`config.mk`:
```
export PLATFORM = sky130hd
export DESIGN_NAME = plic_top
export DESIGN_NICKNAME = d
export VERILOG_FILES = /design/src/common/plic_pkg.sv /design/src/verilog/plic_top.sv /design/src/plic/plic_target.sv /design/src/plic/plic_gateway.sv /design/src/plic/plic_regs.sv
export SDC_FILE = /design/constraint.sdc
export NUM_CORES = 1
export LEC_CHECK = 0
export ABC_AREA = 1
export BUFFER_PORTS_ARGS = -buffer_cell sky130_fd_sc_hd__buf_2
export CORE_ASPECT_RATIO = 1.25
export CORE_MARGIN = 2
export CORE_UTILIZATION = 60
export DETAILED_ROUTE_END_ITERATION = 7
export PLACE_DENSITY = 0.9
export SYNTH_ARGS = -nofsm -noshare
export SYNTH_HDL_FRONTEND = slang
export SYNTH_SLANG_ARGS = --single-unit
```
`constraint.sdc`:
```
create_clock -name clk_i -period 30.6 [get_ports clk_i]
set_input_delay 6.12 -clock clk_i [delete_from_list [all_inputs] [get_ports clk_i]]
set_output_delay 6.12 -clock clk_i [all_outputs]
set_load 0.02 [all_outputs]
```
`src/common/plic_pkg.sv`:
```
// PLIC shared definitions: Wishbone widths, register map and gateway states
package plic_pkg;

  ////////////////////////////////////////
  // Bus geometry
  ////////////////////////////////////////

  // Byte address width of the slave window
  localparam int WB_AW = 8;
  // Data width, four byte lanes
  localparam int WB_DW = 32;

  ////////////////////////////////////////
  // Register map
  ////////////////////////////////////////

  // Word offsets, priorities are one word per source from the base
  typedef enum logic [7:0] {
    REG_PRIO_BASE = 8'h00,
    REG_IP        = 8'h40,
    REG_LE        = 8'h44,
    REG_IE        = 8'h48,
    REG_THRESHOLD = 8'h4C,
    REG_CC        = 8'h50,
    REG_MSIP      = 8'h54
  } plic_reg_e;

  // Per-source gateway state
  typedef enum logic [1:0] {
    GW_IDLE    = 2'd0,
    GW_PENDING = 2'd1,
    GW_ACTIVE  = 2'd2
  } gw_state_e;

endpackage
```
`src/verilog/plic_top.sv`:
```
// PLIC top level: register block, gateways and single target
`timescale 1ns/1ns

module plic_top #(
  parameter int  NUM_SRC  = 16,
  parameter int  MAX_PRIO = 3,
  localparam int PRIOW    = $clog2(MAX_PRIO + 1),
  localparam int SRCW     = $clog2(NUM_SRC)
) (
  input  logic                         clk_i,
  input  logic                         arst_n_i,
  // Wishbone classic slave
  input  logic                         wb_cyc_i,
  input  logic                         wb_stb_i,
  input  logic                         wb_we_i,
  input  logic [plic_pkg::WB_AW-1:0]   wb_adr_i,
  input  logic [plic_pkg::WB_DW-1:0]   wb_dat_i,
  input  logic [plic_pkg::WB_DW/8-1:0] wb_sel_i,
  output logic [plic_pkg::WB_DW-1:0]   wb_dat_o,
  output logic                         wb_ack_o,
  // Interrupt sources, bit 0 reserved
  input  logic [NUM_SRC-1:0]           intr_src_i,
  // Target notification
  output logic                         irq_o,
  output logic [SRCW-1:0]              irq_id_o,
  output logic                         msip_o
);

  logic [NUM_SRC-1:0][PRIOW-1:0] prio;
  logic [NUM_SRC-1:0]            ie;
  logic [NUM_SRC-1:0]            le;
  logic [PRIOW-1:0]              threshold;
  logic [NUM_SRC-1:0]            claim;
  logic [NUM_SRC-1:0]            complete;
  logic [NUM_SRC-1:0]            ip;

  ////////////////////////////////////////
  // Register block
  ////////////////////////////////////////
  plic_regs #(
    .NUM_SRC  (NUM_SRC),
    .MAX_PRIO (MAX_PRIO)
  ) u_regs (
    .clk_i, .arst_n_i,
    .wb_cyc_i, .wb_stb_i, .wb_we_i, .wb_adr_i, .wb_dat_i, .wb_sel_i,
    .wb_dat_o, .wb_ack_o,
    .ip_i (ip), .irq_id_i (irq_id_o),
    .prio_o (prio), .ie_o (ie), .le_o (le), .threshold_o (threshold),
    .msip_o, .claim_o (claim), .complete_o (complete)
  );

  // Gateways, one FSM per source
  plic_gateway #(
    .NUM_SRC (NUM_SRC)
  ) u_gateway (
    .clk_i, .arst_n_i,
    .src_i (intr_src_i), .le_i (le),
    .claim_i (claim), .complete_i (complete),
    .ip_o (ip)
  );

  // Single target
  plic_target #(
    .NUM_SRC  (NUM_SRC),
    .MAX_PRIO (MAX_PRIO)
  ) u_target (
    .clk_i, .arst_n_i,
    .ip_i (ip), .ie_i (ie), .prio_i (prio), .threshold_i (threshold),
    .irq_o, .irq_id_o
  );

endmodule

```
`src/plic/plic_target.sv`:
```
// PLIC target: highest-priority pending enabled source, registered irq and id
`timescale 1ns/1ns

module plic_target #(
  parameter int  NUM_SRC  = 16,
  parameter int  MAX_PRIO = 3,
  localparam int PRIOW    = $clog2(MAX_PRIO + 1),
  localparam int SRCW     = $clog2(NUM_SRC)
) (
  input  logic                          clk_i,
  input  logic                          arst_n_i,
  input  logic [NUM_SRC-1:0]            ip_i,
  input  logic [NUM_SRC-1:0]            ie_i,
  input  logic [NUM_SRC-1:0][PRIOW-1:0] prio_i,
  input  logic [PRIOW-1:0]              threshold_i,
  output logic                          irq_o,
  output logic [SRCW-1:0]               irq_id_o
);

  logic [NUM_SRC-1:0] cand;
  logic [PRIOW-1:0]   best_prio;
  logic [SRCW-1:0]    best_id;

  // Candidates are pending and enabled
  assign cand = ip_i & ie_i;

  ////////////////////////////////////////
  // Selection
  ////////////////////////////////////////

  // Linear scan from id 0
  // Strict compare keeps the lowest id on a tie
  // Priority 0 never wins, it cannot beat any threshold
  always_comb begin
    best_prio = '0;
    best_id   = '0;
    for (int s = 0; s < NUM_SRC; s++) begin
      if (cand[s] && prio_i[s] > best_prio) begin
        best_prio = prio_i[s];
        best_id   = SRCW'(s);
      end
    end
  end

  ////////////////////////////////////////
  // Output register
  ////////////////////////////////////////

  // Winner must be strictly above threshold
  // Otherwise irq and id both go to 0
  always_ff @(posedge clk_i or negedge arst_n_i) begin
    if (!arst_n_i) begin
      irq_o    <= 1'b0;
      irq_id_o <= '0;
    end else if (best_prio > threshold_i) begin
      irq_o    <= 1'b1;
      irq_id_o <= best_id;
    end else begin
      irq_o    <= 1'b0;
      irq_id_o <= '0;
    end
  end

endmodule

```
`src/plic/plic_gateway.sv`:
```
// PLIC gateway: per-source level/edge detection and pending/active tracking
`timescale 1ns/1ns

module plic_gateway #(
  parameter int NUM_SRC = 16
) (
  input  logic               clk_i,
  input  logic               arst_n_i,
  input  logic [NUM_SRC-1:0] src_i,
  // 0 level, 1 edge
  input  logic [NUM_SRC-1:0] le_i,
  input  logic [NUM_SRC-1:0] claim_i,
  input  logic [NUM_SRC-1:0] complete_i,
  output logic [NUM_SRC-1:0] ip_o
);
  import plic_pkg::*;

  gw_state_e          state_q [NUM_SRC];
  logic [NUM_SRC-1:0] src_q;
  logic [NUM_SRC-1:0] evt_raw;
  logic [NUM_SRC-1:0] evt;

  // Previous sample for rising edge detect
  always_ff @(posedge clk_i or negedge arst_n_i) begin
    if (!arst_n_i) begin
      src_q <= '0;
    end else begin
      src_q <= src_i;
    end
  end

  // Level: high now, edge: low then high
  assign evt_raw = (~le_i & src_i) | (le_i & src_i & ~src_q);
  // Source 0 never raises an event
  assign evt     = {evt_raw[NUM_SRC-1:1], 1'b0};

  ////////////////////////////////////////
  // Per-source FSM
  ////////////////////////////////////////
  always_ff @(posedge clk_i or negedge arst_n_i) begin
    if (!arst_n_i) begin
      for (int s = 0; s < NUM_SRC; s++) begin
        state_q[s] <= GW_IDLE;
      end
    end else begin
      for (int s = 0; s < NUM_SRC; s++) begin
        case (state_q[s])
          GW_IDLE:    if (evt[s])        state_q[s] <= GW_PENDING;
          GW_PENDING: if (claim_i[s])    state_q[s] <= GW_ACTIVE;
          // Events while active are dropped
          GW_ACTIVE:  if (complete_i[s]) state_q[s] <= GW_IDLE;
          default:                       state_q[s] <= GW_IDLE;
        endcase
      end
    end
  end

  // Pending straight from state
  always_comb begin
    for (int s = 0; s < NUM_SRC; s++) begin
      ip_o[s] = (state_q[s] == GW_PENDING);
    end
  end

endmodule

```
`src/plic/plic_regs.sv`:
```
// PLIC register block: Wishbone classic slave with config regs and claim/complete decode
`timescale 1ns/1ns

module plic_regs #(
  parameter int  NUM_SRC  = 16,
  parameter int  MAX_PRIO = 3,
  localparam int PRIOW    = $clog2(MAX_PRIO + 1),
  localparam int SRCW     = $clog2(NUM_SRC)
) (
  input  logic                               clk_i,
  input  logic                               arst_n_i,
  // Wishbone classic slave
  input  logic                               wb_cyc_i,
  input  logic                               wb_stb_i,
  input  logic                               wb_we_i,
  input  logic [plic_pkg::WB_AW-1:0]         wb_adr_i,
  input  logic [plic_pkg::WB_DW-1:0]         wb_dat_i,
  input  logic [plic_pkg::WB_DW/8-1:0]       wb_sel_i,
  output logic [plic_pkg::WB_DW-1:0]         wb_dat_o,
  output logic                               wb_ack_o,
  // Status from gateways and target
  input  logic [NUM_SRC-1:0]                 ip_i,
  input  logic [SRCW-1:0]                    irq_id_i,
  // Configuration out
  output logic [NUM_SRC-1:0][PRIOW-1:0]      prio_o,
  output logic [NUM_SRC-1:0]                 ie_o,
  output logic [NUM_SRC-1:0]                 le_o,
  output logic [PRIOW-1:0]                   threshold_o,
  output logic                               msip_o,
  // One-hot single-cycle pulses to the gateways
  output logic [NUM_SRC-1:0]                 claim_o,
  output logic [NUM_SRC-1:0]                 complete_o
);
  import plic_pkg::*;

  logic                             ack_q;
  logic                             acc;
  logic                             rd_en;
  logic                             wr_en;
  logic [WB_AW-1:0]                 adr_w;
  logic [WB_AW-1:0]                 prio_off;
  logic                             prio_hit;
  logic [SRCW-1:0]                  prio_idx;
  logic [WB_DW-1:0]                 wmask;
  logic [WB_DW-1:0]                 rdata;
  logic [WB_DW-1:0]                 wr_data;
  logic [WB_DW-1:0]                 dat_q;
  logic [NUM_SRC-1:0][PRIOW-1:0]    prio_q;
  logic [NUM_SRC-1:0]               ie_q;
  logic [NUM_SRC-1:0]               le_q;
  logic [PRIOW-1:0]                 thr_q;
  logic                             msip_q;

  ////////////////////////////////////////
  // Handshake and decode
  ////////////////////////////////////////

  // New request only while ack is low, so ack lasts one cycle
  assign acc   = wb_cyc_i & wb_stb_i & ~ack_q;
  assign rd_en = acc & ~wb_we_i;
  assign wr_en = acc & wb_we_i;

  always_ff @(posedge clk_i or negedge arst_n_i) begin
    if (!arst_n_i) begin
      ack_q <= 1'b0;
    end else begin
      ack_q <= acc;
    end
  end

  // Word aligned address, byte offset ignored
  assign adr_w    = {wb_adr_i[WB_AW-1:2], 2'b00};
  // Priority window, one word per source
  assign prio_off = adr_w - REG_PRIO_BASE;
  assign prio_hit = (prio_off < WB_AW'(4 * NUM_SRC));
  assign prio_idx = prio_off[2 +: SRCW];

  // Byte lane mask from wb_sel_i
  always_comb begin
    for (int b = 0; b < WB_DW / 8; b++) begin
      wmask[8*b +: 8] = {8{wb_sel_i[b]}};
    end
  end

  ////////////////////////////////////////
  // Read path
  ////////////////////////////////////////

  // Unmapped words fall through to zero
  always_comb begin
    rdata = '0;
    if (prio_hit) begin
      rdata[PRIOW-1:0] = prio_q[prio_idx];
    end else begin
      case (adr_w)
        REG_IP:        rdata[NUM_SRC-1:0] = ip_i;
        REG_LE:        rdata[NUM_SRC-1:0] = le_q;
        REG_IE:        rdata[NUM_SRC-1:0] = ie_q;
        REG_THRESHOLD: rdata[PRIOW-1:0]   = thr_q;
        REG_CC:        rdata[SRCW-1:0]    = irq_id_i;
        REG_MSIP:      rdata[0]           = msip_q;
        default:       ;
      endcase
    end
  end

  // Held for the ack cycle
  always_ff @(posedge clk_i) begin
    if (rd_en) begin
      dat_q <= rdata;
    end
  end

  assign wb_ack_o = ack_q;
  assign wb_dat_o = dat_q;

  ////////////////////////////////////////
  // Write path
  ////////////////////////////////////////

  // Unselected lanes keep the current value
  assign wr_data = (rdata & ~wmask) | (wb_dat_i & wmask);

  always_ff @(posedge clk_i or negedge arst_n_i) begin
    if (!arst_n_i) begin
      prio_q <= '0;
      ie_q   <= '0;
      le_q   <= '0;
      thr_q  <= '0;
      msip_q <= 1'b0;
    end else if (wr_en) begin
      if (prio_hit) begin
        prio_q[prio_idx] <= wr_data[PRIOW-1:0];
      end else begin
        case (adr_w)
          REG_LE:        le_q   <= wr_data[NUM_SRC-1:0];
          // Source 0 is reserved, enable stuck at 0
          REG_IE:        ie_q   <= {wr_data[NUM_SRC-1:1], 1'b0};
          REG_THRESHOLD: thr_q  <= wr_data[PRIOW-1:0];
          REG_MSIP:      msip_q <= wr_data[0];
          default:       ;
        endcase
      end
    end
  end

  assign prio_o      = prio_q;
  assign ie_o        = ie_q;
  assign le_o        = le_q;
  assign threshold_o = thr_q;
  assign msip_o      = msip_q;

  // Claim on CC read, gateway sees it at the ack edge
  always_comb begin
    claim_o = '0;
    if (rd_en && adr_w == REG_CC && irq_id_i != '0) begin
      claim_o[irq_id_i] = 1'b1;
    end
  end

  // Complete on CC write, ids out of range dropped
  always_comb begin
    complete_o = '0;
    if (wr_en && adr_w == REG_CC && wb_dat_i != '0 && wb_dat_i < WB_DW'(NUM_SRC)) begin
      complete_o[wb_dat_i[SRCW-1:0]] = 1'b1;
    end
  end

endmodule

```
==> results by group, run 1 <==
Critical path
  – R2r worst-path depth: 106
  – CP max stage cell: dfrtp_1
  – CP startpoint kind: register
  – Worst Path Arrival: 15.90 ns
  – Worst path max stage delay: 0.41 ns
  – WS Path Type: register to register
  – CP most frequent cell: nand2_1
  – Worst Path Required: 30.94 ns
  – CP max FO: 5
  – CP Capture Type: register

STA
  – Final hold vios: 0
  – Slew headroom: 0.228
  – Fin Clk Skew: 0.00772 ns
  – Period utilisation layout: 0.509
  – TNS Setup: 0 ns
  – F_max: 64.3 MHz
  – Worst slew pin tran: 1.15 ns
  – RSZ-0062 raised after global routing: false
  – Final Setup Violations: 0
  – Min Tclk post-route: 15.56 ns
  – Pins over their slew limit: 0

Logic synthesis
  – Predominant post-synthesis flop cell: dfrtp_1
  – Synth warn: 0
  – Async SR Flop Fraction: 0.880
  – Top cells by count, synth: nand2_1, dfrtp_1, inv_1, o21ai_0, nor2_1
  – Synthesized flop and latch total: 133
  – Post-synth EDFFs: 16
  – Gate Count Post-Synth: 932
  – Count of different cell masters after synthesis: 46
  – Leading area contributor after synthesis: dfrtp_1
  – Post-synth top area share: 0.401
  – Count leader, synth: nand2_1
  – Sequential-to-total area share from yosys stat: 0.467
  – Mapped Avg Cell Area: 7.84 um^2
  – Synth area leaders: dfrtp_1, nand2_1, o21ai_0
  – Post-Syn Area: 7300 um^2

Clock network
  – Clk buf depth: 2
  – CTS Buf Count: 17
  – Hold_buf cts: 0
  – Clock-pin slew on the worst setup and hold paths: 0.06 ns
  – Worst skew pair latency: 0.43 ns
  – Post-CTS Setup Repair Bufs: 0
  – Clk root buf: clkbuf_16
  – CTS tree: built
  – H-Tree Level Count: 4
  – Cts repair resizes: 0
  – CTS Sinks: 133

Detailed routing
  – Detailed Route Iter0 Violations: 720
  – Remaining antenna violation count: 0
  – Met2 wire len: 10100 um
  – Via Count: 7079
  – Routed WL: 20900 um
  – DR vias/cell: 5.91
  – WL met3: 2080 um
  – DR DRC count: 0
  – Top routing layer in use: met4
  – Routed met1 length: 7360 um
  – Post-DR wirelength/cell: 17.5 um
  – Total iterations of the first detailed-routing run: 8

Placement
  – I/O Buffers: 82
  – Post-DP HPWL: 14400 um
  – Placed insts: 1166
  – Placer Congestion: 1.03
  – Placed inst area: 7840 um^2

Cells and area
  – Final net count: 1105
  – Share of layout cells above drive strength 1: 0.144
  – Antenna cells: 0
  – Fillers: 909
  – Post-Layout Cell Count: 1198
  – Utilization after layout: 0.705
  – Post-route cell area: 8450 um^2
  – Synthesis-to-layout area growth: 15.7%

Floorplanning
  – Die Span X: 103 um
  – Die ar.: 13100 um^2
  – Num ports: 104
  – Core Rows: 45
  – CORE AREA: 12000 um^2
  – Initial core utilization: 0.609
  – Die Height: 127 um

GRT
  – Initial antenna violation count: 0
  – Largest net degree at the start of global routing: 67
  – Vias in the first global route: 6732
  – First-pass GRT wire length: 33000 um
  – Gr usage total: 0.331
  – Grt ovf: 0

Power and ir drop
  – Leakage: 4.00 nW
  – Peak VDD IR: 0.0000364 V
  – PwrDens: 51.3 nW/um^2

Flow run
  – Maxcap violations: 0

Worst hold path
  – Hold crit path type: register to register
  – Worst Hold Path Cells: 1

Status
  – Status: finished clean
-- metal layers --
metal  vias up  global-route usage
met5         -                   0
met4         0               0.207
met3       132              0.0700
met2       491               0.543
met1      3233               0.391
li1       3223                   -
-- kinds of logic (layout without fill, tap and decap cells) --
family,count (synthesis),in the layout,synth area share
adder cells (fa/ha/maj),19,19,0.0325
AO/OA/AOI/OAI,202,202,0.170
buffers and inverters,151,238,0.0860
multiplexers,1,1,0.00137
flip-flops,133,133,0.467
AND/OR/NAND/NOR,425,425,0.243
other,1,16,0.000513
-- critical path, delay by kind of cell (launching register included) --
kind	cells	cell delay [ns]
DFF	1	0.41
and+or+nand+nor	69	7.86
buffers and inverters	8	0.79
adders and majority gates	15	4.08
AOI/OAI and AO/OA	14	2.35
-- stage by stage --
stage | hold WS [ns] | total power [W] | worst slack [ns]
2_1_floorplan | 0.399 | 0.000209 | 17.13
3_3_place_gp | 0.420 | 0.000222 | 15.73
3_5_place_dp | 0.410 | 0.000223 | 15.40
4_1_cts | 0.435 | 0.000432 | 15.16
5_1_grt | 0.449 | 0.000446 | 13.63
6_report | 0.438 | 0.000434 | 15.04
-- placed cells by master (no fill, tap or decap), types with 15 or more instances in the layout --
master | synthesis | routed
a21oi_1 | 15 | 15
ha_1 | 19 | 19
inv_1 | 115 | 115
clkbuf_16 | 0 | 17
dfrtp_1 | 117 | 117
o211ai_1 | 22 | 22
conb_1 | 1 | 16
nor2_1 | 75 | 74
o21ai_0 | 107 | 107
nand2_1 | 268 | 268
nand3_1 | 42 | 42
buf_2 | 1 | 81
edfxtp_1 | 16 | 16
-- sequential cells by signal, summed over array words and instances (netlist names) --
register            cells
u_regs.threshold_o      2
u_gateway.src_q        15
u_target.irq_id_o       4
u_regs.ie_o            15
u_target.irq_o          1
u_regs.le_o            16
u_gateway.state_q      30
u_regs.prio_o          32
u_regs.wb_dat_o        16
u_regs.msip_o           1
u_regs.wb_ack_o         1
-- final cells by class --
type / instances / area (um^2) / share of cell area
sequential: 133 / 3410 / 0.403
timing repair buffer: 86 / 443 / 0.0524
tap: 164 / 205 / 0.0243
clock inverter: 14 / 175 / 0.0207
multi-input combinational: 663 / 3330 / 0.394
inverter: 120 / 450 / 0.0533
clock buffer: 18 / 439 / 0.0519
-- path summary, 6_finish.rpt --
check / start / end / slack, ns
setup / recovery: u_gateway.state_q[29] / u_target.irq_id_o[2] / 15.04
hold / removal: u_gateway.state_q[25] / u_gateway.state_q[24] / 0.44
setup reg to reg: u_gateway.state_q[29] / u_target.irq_id_o[2] / 15.04
hold reg to reg: u_gateway.state_q[25] / u_gateway.state_q[24] / 0.44
max in group asynchronous: arst_n_i / u_regs.prio_o[9] / 23.57
min in group asynchronous: arst_n_i / u_gateway.src_q[12] / 5.71
-- where the power goes --
group | internal, W | switching (W)
Combinational | 0.00000976 | 0.0000230
Clock | 0.000131 | 0.0000821
Sequential | 0.000184 | 0.00000390
Note: power is estimated with default switching activity, not from simulation.
==> inputs of run 2 (changes only) <==
Settings changed: CORE_UTILIZATION 60 to 58, PLACE_DENSITY 0.9 to 0.88.
Clock period 30.6 ns to 15.1 ns, I/O delays scaled along.
==> run 2 against run 1 <==
- the flow now finishes with violations (design-rule violations)
- first-iteration DRC count shrank 12%
- sequential share of layout area down 1.2 points
- clock skew grew 0.0011 ns
- worst hold slack lost 0.0036 ns
- clock-buffer cell count unchanged
- combinational power is 110% higher
- setup slack lost 15 ns
- wire length rose by 1.5%
- final area rose by 3.0%
- critical path type unchanged
- critical endpoint is now u_target.irq_id_o[0]
- highest routed layer unchanged
==> results by group, run 2 (synthesis results as in run 1) <==
Clock network
  – CTS Buf Count: 17
  – Clk root buf: clkbuf_16
  – Clk buf depth: 2
  – CTS tree: built
  – Worst skew pair latency: 0.43 ns
  – CTS Sinks: 133
  – H-Tree Level Count: 4
  – Clock-pin slew on the worst setup and hold paths: 0.06 ns
  – Hold_buf cts: 0

Cells and area
  – Utilization after layout: 0.713
  – Max reg flops: 32
  – Fillers: 882
  – Share of layout cells above drive strength 1: 0.196
  – Most frequent cells in the layout: nand2_1, dfrtp_1, inv_1, o21ai_0, buf_2
  – Antenna cells: 0
  – Most common cell after layout, fill and taps aside: nand2_1
  – Final net count: 1118
  – Synthesis-to-layout area growth: 19.2%

STA
  – Final Setup Violations: 0
  – Min Tclk post-route: 14.62 ns
  – Period utilisation layout: 0.968
  – Final hold vios: 0
  – Final worst slack: 0.483 ns
  – Pins over their slew limit: 0
  – Slew headroom: 0.224
  – F_max: 68.4 MHz
  – Worst slew pin tran: 1.16 ns
  – Fin Clk Skew: 0.00879 ns

Power and ir drop
  – Leakage: 4.11 nW
  – Peak VDD IR: 0.0000572 V
  – PwrDens: 99.6 nW/um^2
  – Overall power: 0.000867 W

Placement
  – Placer Congestion: 0.913
  – I/O Buffers: 82
  – Post-DP HPWL: 14000 um
  – DP Worst Slack: -0.0266 ns

GRT
  – Vias in the first global route: 6752
  – First-pass GRT wire length: 32600 um
  – Largest net degree at the start of global routing: 77
  – Initial antenna violation count: 0
  – Gr usage total: 0.312
  – Grt ovf: 0

Critical path
  – Worst Path Required: 15.44 ns
  – Worst Path Arrival: 14.96 ns
  – Buf/Inv on CP: 8
  – WS Path Type: register to register
  – CP startpoint kind: register
  – CP max stage cell: dfrtp_1
  – CP top delay family: simple AND/OR/NAND/NOR gates
  – Worst path max stage delay: 0.43 ns
  – CP most frequent cell: nand2_1
  – CP Capture Type: register
  – CP max FO: 5

Status
  – Status: finished, violations left
  – Failing checks: design-rule violations

Detailed routing
  – Via Count: 7233
  – Total iterations of the first detailed-routing run: 8
  – Post-DR wirelength/cell: 17.5 um
  – DR DRC count: 17
  – Routed WL: 21200 um
  – Remaining antenna violation count: 0
  – Detailed Route Iter0 Violations: 634
  – DR vias/cell: 5.97

Floorplanning
  – Num ports: 104
  – CORE AREA: 12200 um^2
  – Die Span X: 104 um
  – Initial core utilization: 0.598
  – Core Rows: 45
  – Die Height: 129 um
  – Die ar.: 13500 um^2

Worst hold path
  – Hold crit path type: register to register

Flow run
  – Maxcap violations: 0
run 2: worst paths after layout:
kind	slack (ns)	cells past startpoint	start	end
max in group asynchronous	11.17	2	arst_n_i	u_regs.prio_o[23]
worst min-delay path	0.43	1	u_gateway.state_q[25]	u_gateway.state_q[24]
min in group asynchronous	2.57	1	arst_n_i	u_regs.ie_o[4]
worst max register to register	0.48	108	u_gateway.state_q[29]	u_target.irq_id_o[0]
worst min register to register	0.43	1	u_gateway.state_q[25]	u_gateway.state_q[24]
worst max-delay path	0.48	108	u_gateway.state_q[29]	u_target.irq_id_o[0]
run 2: report_power, final:
group | switching (W) | leakage, nW | internal (W)
Clock | 0.000169 | 0.287 | 0.000247
Sequential | 0.00000770 | 1.67 | 0.000373
Combinational | 0.0000485 | 2.16 | 0.0000210
run 2: routing by layer:
layer,vias to the layer above,part of all wire,GRT usage,routed length (um)
li1,3253,-,-,-
met1,3351,0.35,0.368,7410
met2,505,0.48,0.517,10100
met3,124,0.11,0.0724,2330
met4,0,0.066,0.206,1400
met5,-,0,0,0
run 2: metrics by stage:
stage | setup TNS, ns | cell area (um^2) | std cells | hold slack, ns
2_1_floorplan | 0 | 7360 | 947 | 0.399
3_3_place_gp | 0 | 7850 | 1167 | 0.417
3_5_place_dp | -0.0266 | 7850 | 1167 | 0.421
4_1_cts | 0 | 8450 | 1199 | 0.429
5_1_grt | -2.12 | 8710 | 1211 | 0.462
6_report | 0 | 8710 | 1211 | 0.434
run 2: layout make-up:
class                   instances  area (um^2)  share of cell area
clock buffers                  18          429              0.0493
clock inverters                14          164              0.0188
inverters                     120          450              0.0517
multi-input cells             663         3510               0.403
flip-flops and latches        133         3410               0.391
well taps                     164          205              0.0236
repair buffers                 99          541              0.0621
run 2: what timing repair did:
item	CTS	global route
pin swaps	0	29
setup buffers	0	12
gates resized for setup	3	51
setup endpoints to repair	4	5
==> inputs of run 3 (changes only) <==
Settings changed: MAX_ROUTING_LAYER set to met4.
==> run 3 against run 2 <==
- the flow finishes with violations (negative setup slack)
- sequential share of layout area down 0.079 points
- fmax down 3.6%
- via count up 1.1%
- wire length up 5.1%
- power down 1.4%
- setup slack worse by 0.55 ns
- clock-buffer cell count unchanged
- sequential power about the same
- flip-flop and latch count unchanged
- final cell count up 0.17%
- clock power down 4%
- critical path type unchanged
- largest cell class unchanged
==> results by group, run 3 (synthesis results as in run 1) <==
Detailed routing
  – Detailed Route Iter0 Violations: 880
  – Total iterations of the first detailed-routing run: 8
  – DR DRC count: 0
  – Post-DR wirelength/cell: 18.4 um
  – Remaining antenna violation count: 0
  – DR vias/cell: 6.03
  – Via Count: 7313
  – Routed WL: 22300 um

GRT
  – M3 GR Usage: 0.0634
  – First-pass GRT wire length: 33100 um
  – Met1 usage: 0.373
  – Gr busiest metal: met2
  – Vias in the first global route: 6875
  – Gr usage total: 0.325
  – M2 GR Usage: 0.534
  – Initial antenna violation count: 0
  – Grt ovf: 0
  – Largest net degree at the start of global routing: 67

Cells and area
  – Max reg flops: 32
  – Final net count: 1120
  – Storage cell area: 3410 um^2
  – Share of layout cells above drive strength 1: 0.204
  – Area of the multi-input gates: 3530 um^2
  – Antenna cells: 0
  – Fillers: 878
  – Post-Layout Cell Count: 1213
  – Synthesis-to-layout area growth: 19.4%
  – Most common cell after layout, fill and taps aside: nand2_1
  – Post-route cell area: 8720 um^2
  – Most frequent cells in the layout: nand2_1, dfrtp_1, inv_1, o21ai_0, buf_2

Placement
  – Placer Congestion: 0.944
  – Post-DP HPWL: 14400 um
  – Placed inst area: 7850 um^2
  – Placed insts: 1167
  – I/O Buffers: 82
  – DP Worst Slack: -0.00523 ns

STA
  – Final Setup Violations: 5
  – Fin Clk Skew: 0.00681 ns
  – Final hold vios: 0
  – Pins over their slew limit: 0
  – Worst slew pin tran: 1.13 ns
  – F_max: 65.9 MHz
  – Min Tclk post-route: 15.16 ns
  – Final worst slack: -0.0638 ns
  – Slew headroom: 0.247
  – Period utilisation layout: 1.00

Clock network
  – CTS Buf Count: 17
  – CTS tree: built
  – CTS Sinks: 133
  – Clk buf depth: 2
  – Clk root buf: clkbuf_16
  – H-Tree Level Count: 4
  – Clock-pin slew on the worst setup and hold paths: 0.06 ns
  – Worst skew pair latency: 0.43 ns

Critical path
  – CP Capture Type: register
  – CP most frequent cell: nand2_1
  – Worst path max stage delay: 0.38 ns
  – CP max FO: 5
  – Worst Path Required: 15.44 ns
  – CP max stage cell: dfrtp_1
  – CP startpoint kind: register
  – WS Path Type: register to register
  – Worst Path Arrival: 15.51 ns

Floorplanning
  – Die Height: 129 um
  – Num ports: 104
  – Die ar.: 13500 um^2
  – Initial core utilization: 0.598
  – CORE AREA: 12200 um^2
  – Die Span X: 104 um
  – Core Rows: 45

Power and ir drop
  – PwrDens: 98.0 nW/um^2
  – Peak VDD IR: 0.0000584 V
  – Overall power: 0.000855 W
  – Leakage: 4.09 nW

Status
  – Failing checks: negative setup slack
  – Status: finished, violations left

Worst hold path
  – Hold crit path type: register to register

Flow run
  – Maxcap violations: 0
-- run 3: power by group --
part | switching (W) | internal, W | total [W]
Sequential | 0.00000773 | 0.000373 | 0.000381
Clock | 0.000171 | 0.000231 | 0.000402
Combinational | 0.0000503 | 0.0000217 | 0.0000720
Total | 0.000229 | 0.000626 | 0.000855
-- run 3: timing repair --
item | 4_1_cts | 5_1_grt
hold buffers | 0 | 0
cloned | 0 | 0
pin swaps | 0 | 30
endpoints found under the setup margin | 5 | 5
resized for setup | 5 | 57
setup buffers | 0 | 14
-- run 3: worst paths after layout --
check / from / endpoint / slack [ns] / depth (start not counted)
max: u_gateway.state_q[28] / u_target.irq_id_o[0] / -0.06 / 110
min: u_gateway.state_q[25] / u_gateway.state_q[24] / 0.45 / 1
max reg2reg: u_gateway.state_q[28] / u_target.irq_id_o[0] / -0.06 / 110
min reg2reg: u_gateway.state_q[25] / u_gateway.state_q[24] / 0.45 / 1
max in group asynchronous: arst_n_i / u_regs.prio_o[25] / 11.20 / 2
min in group asynchronous: arst_n_i / u_gateway.src_q[4] / 2.61 / 1
-- run 3: critical path: cells and delay by family (launching register included) --
| kind | cells | cell delay, ns |
|---|---|---|
| compound gates | 14 | 1.93 |
| fa+ha+maj | 15 | 4.23 |
| buf+inv | 10 | 0.82 |
| flops | 1 | 0.38 |
| simple gates | 71 | 7.70 |
-- run 3: final cells by class --
type                            instances  share of cell area
Clock inverter                         14              0.0163
Clock buffer                           18              0.0492
Sequential cell                       133               0.391
Inverter                              120              0.0516
Timing Repair Buffer                  101              0.0641
Tap cell                              164              0.0235
Multi-Input combinational cell        663               0.405
-- run 3: through the flow --
stage | setup TNS (ns) | util | hold slack, ns
after floorplan | 0 | - | 0.399
after global placement | 0 | 0.642 | 0.424
after detailed placement | -0.00523 | 0.642 | 0.439
after CTS | 0 | 0.690 | 0.447
after global routing | -4.21 | 0.714 | 0.455
final | -0.183 | 0.714 | 0.449
-- run 3: layer usage --
metal / share of wire / wire (um) / up-vias
met5: 0 / 0 / -
met4: 0.062 / 1380 / 0
met3: 0.096 / 2130 / 128
met2: 0.49 / 10900 / 525
met1: 0.35 / 7840 / 3397
li1: - / - / 3263
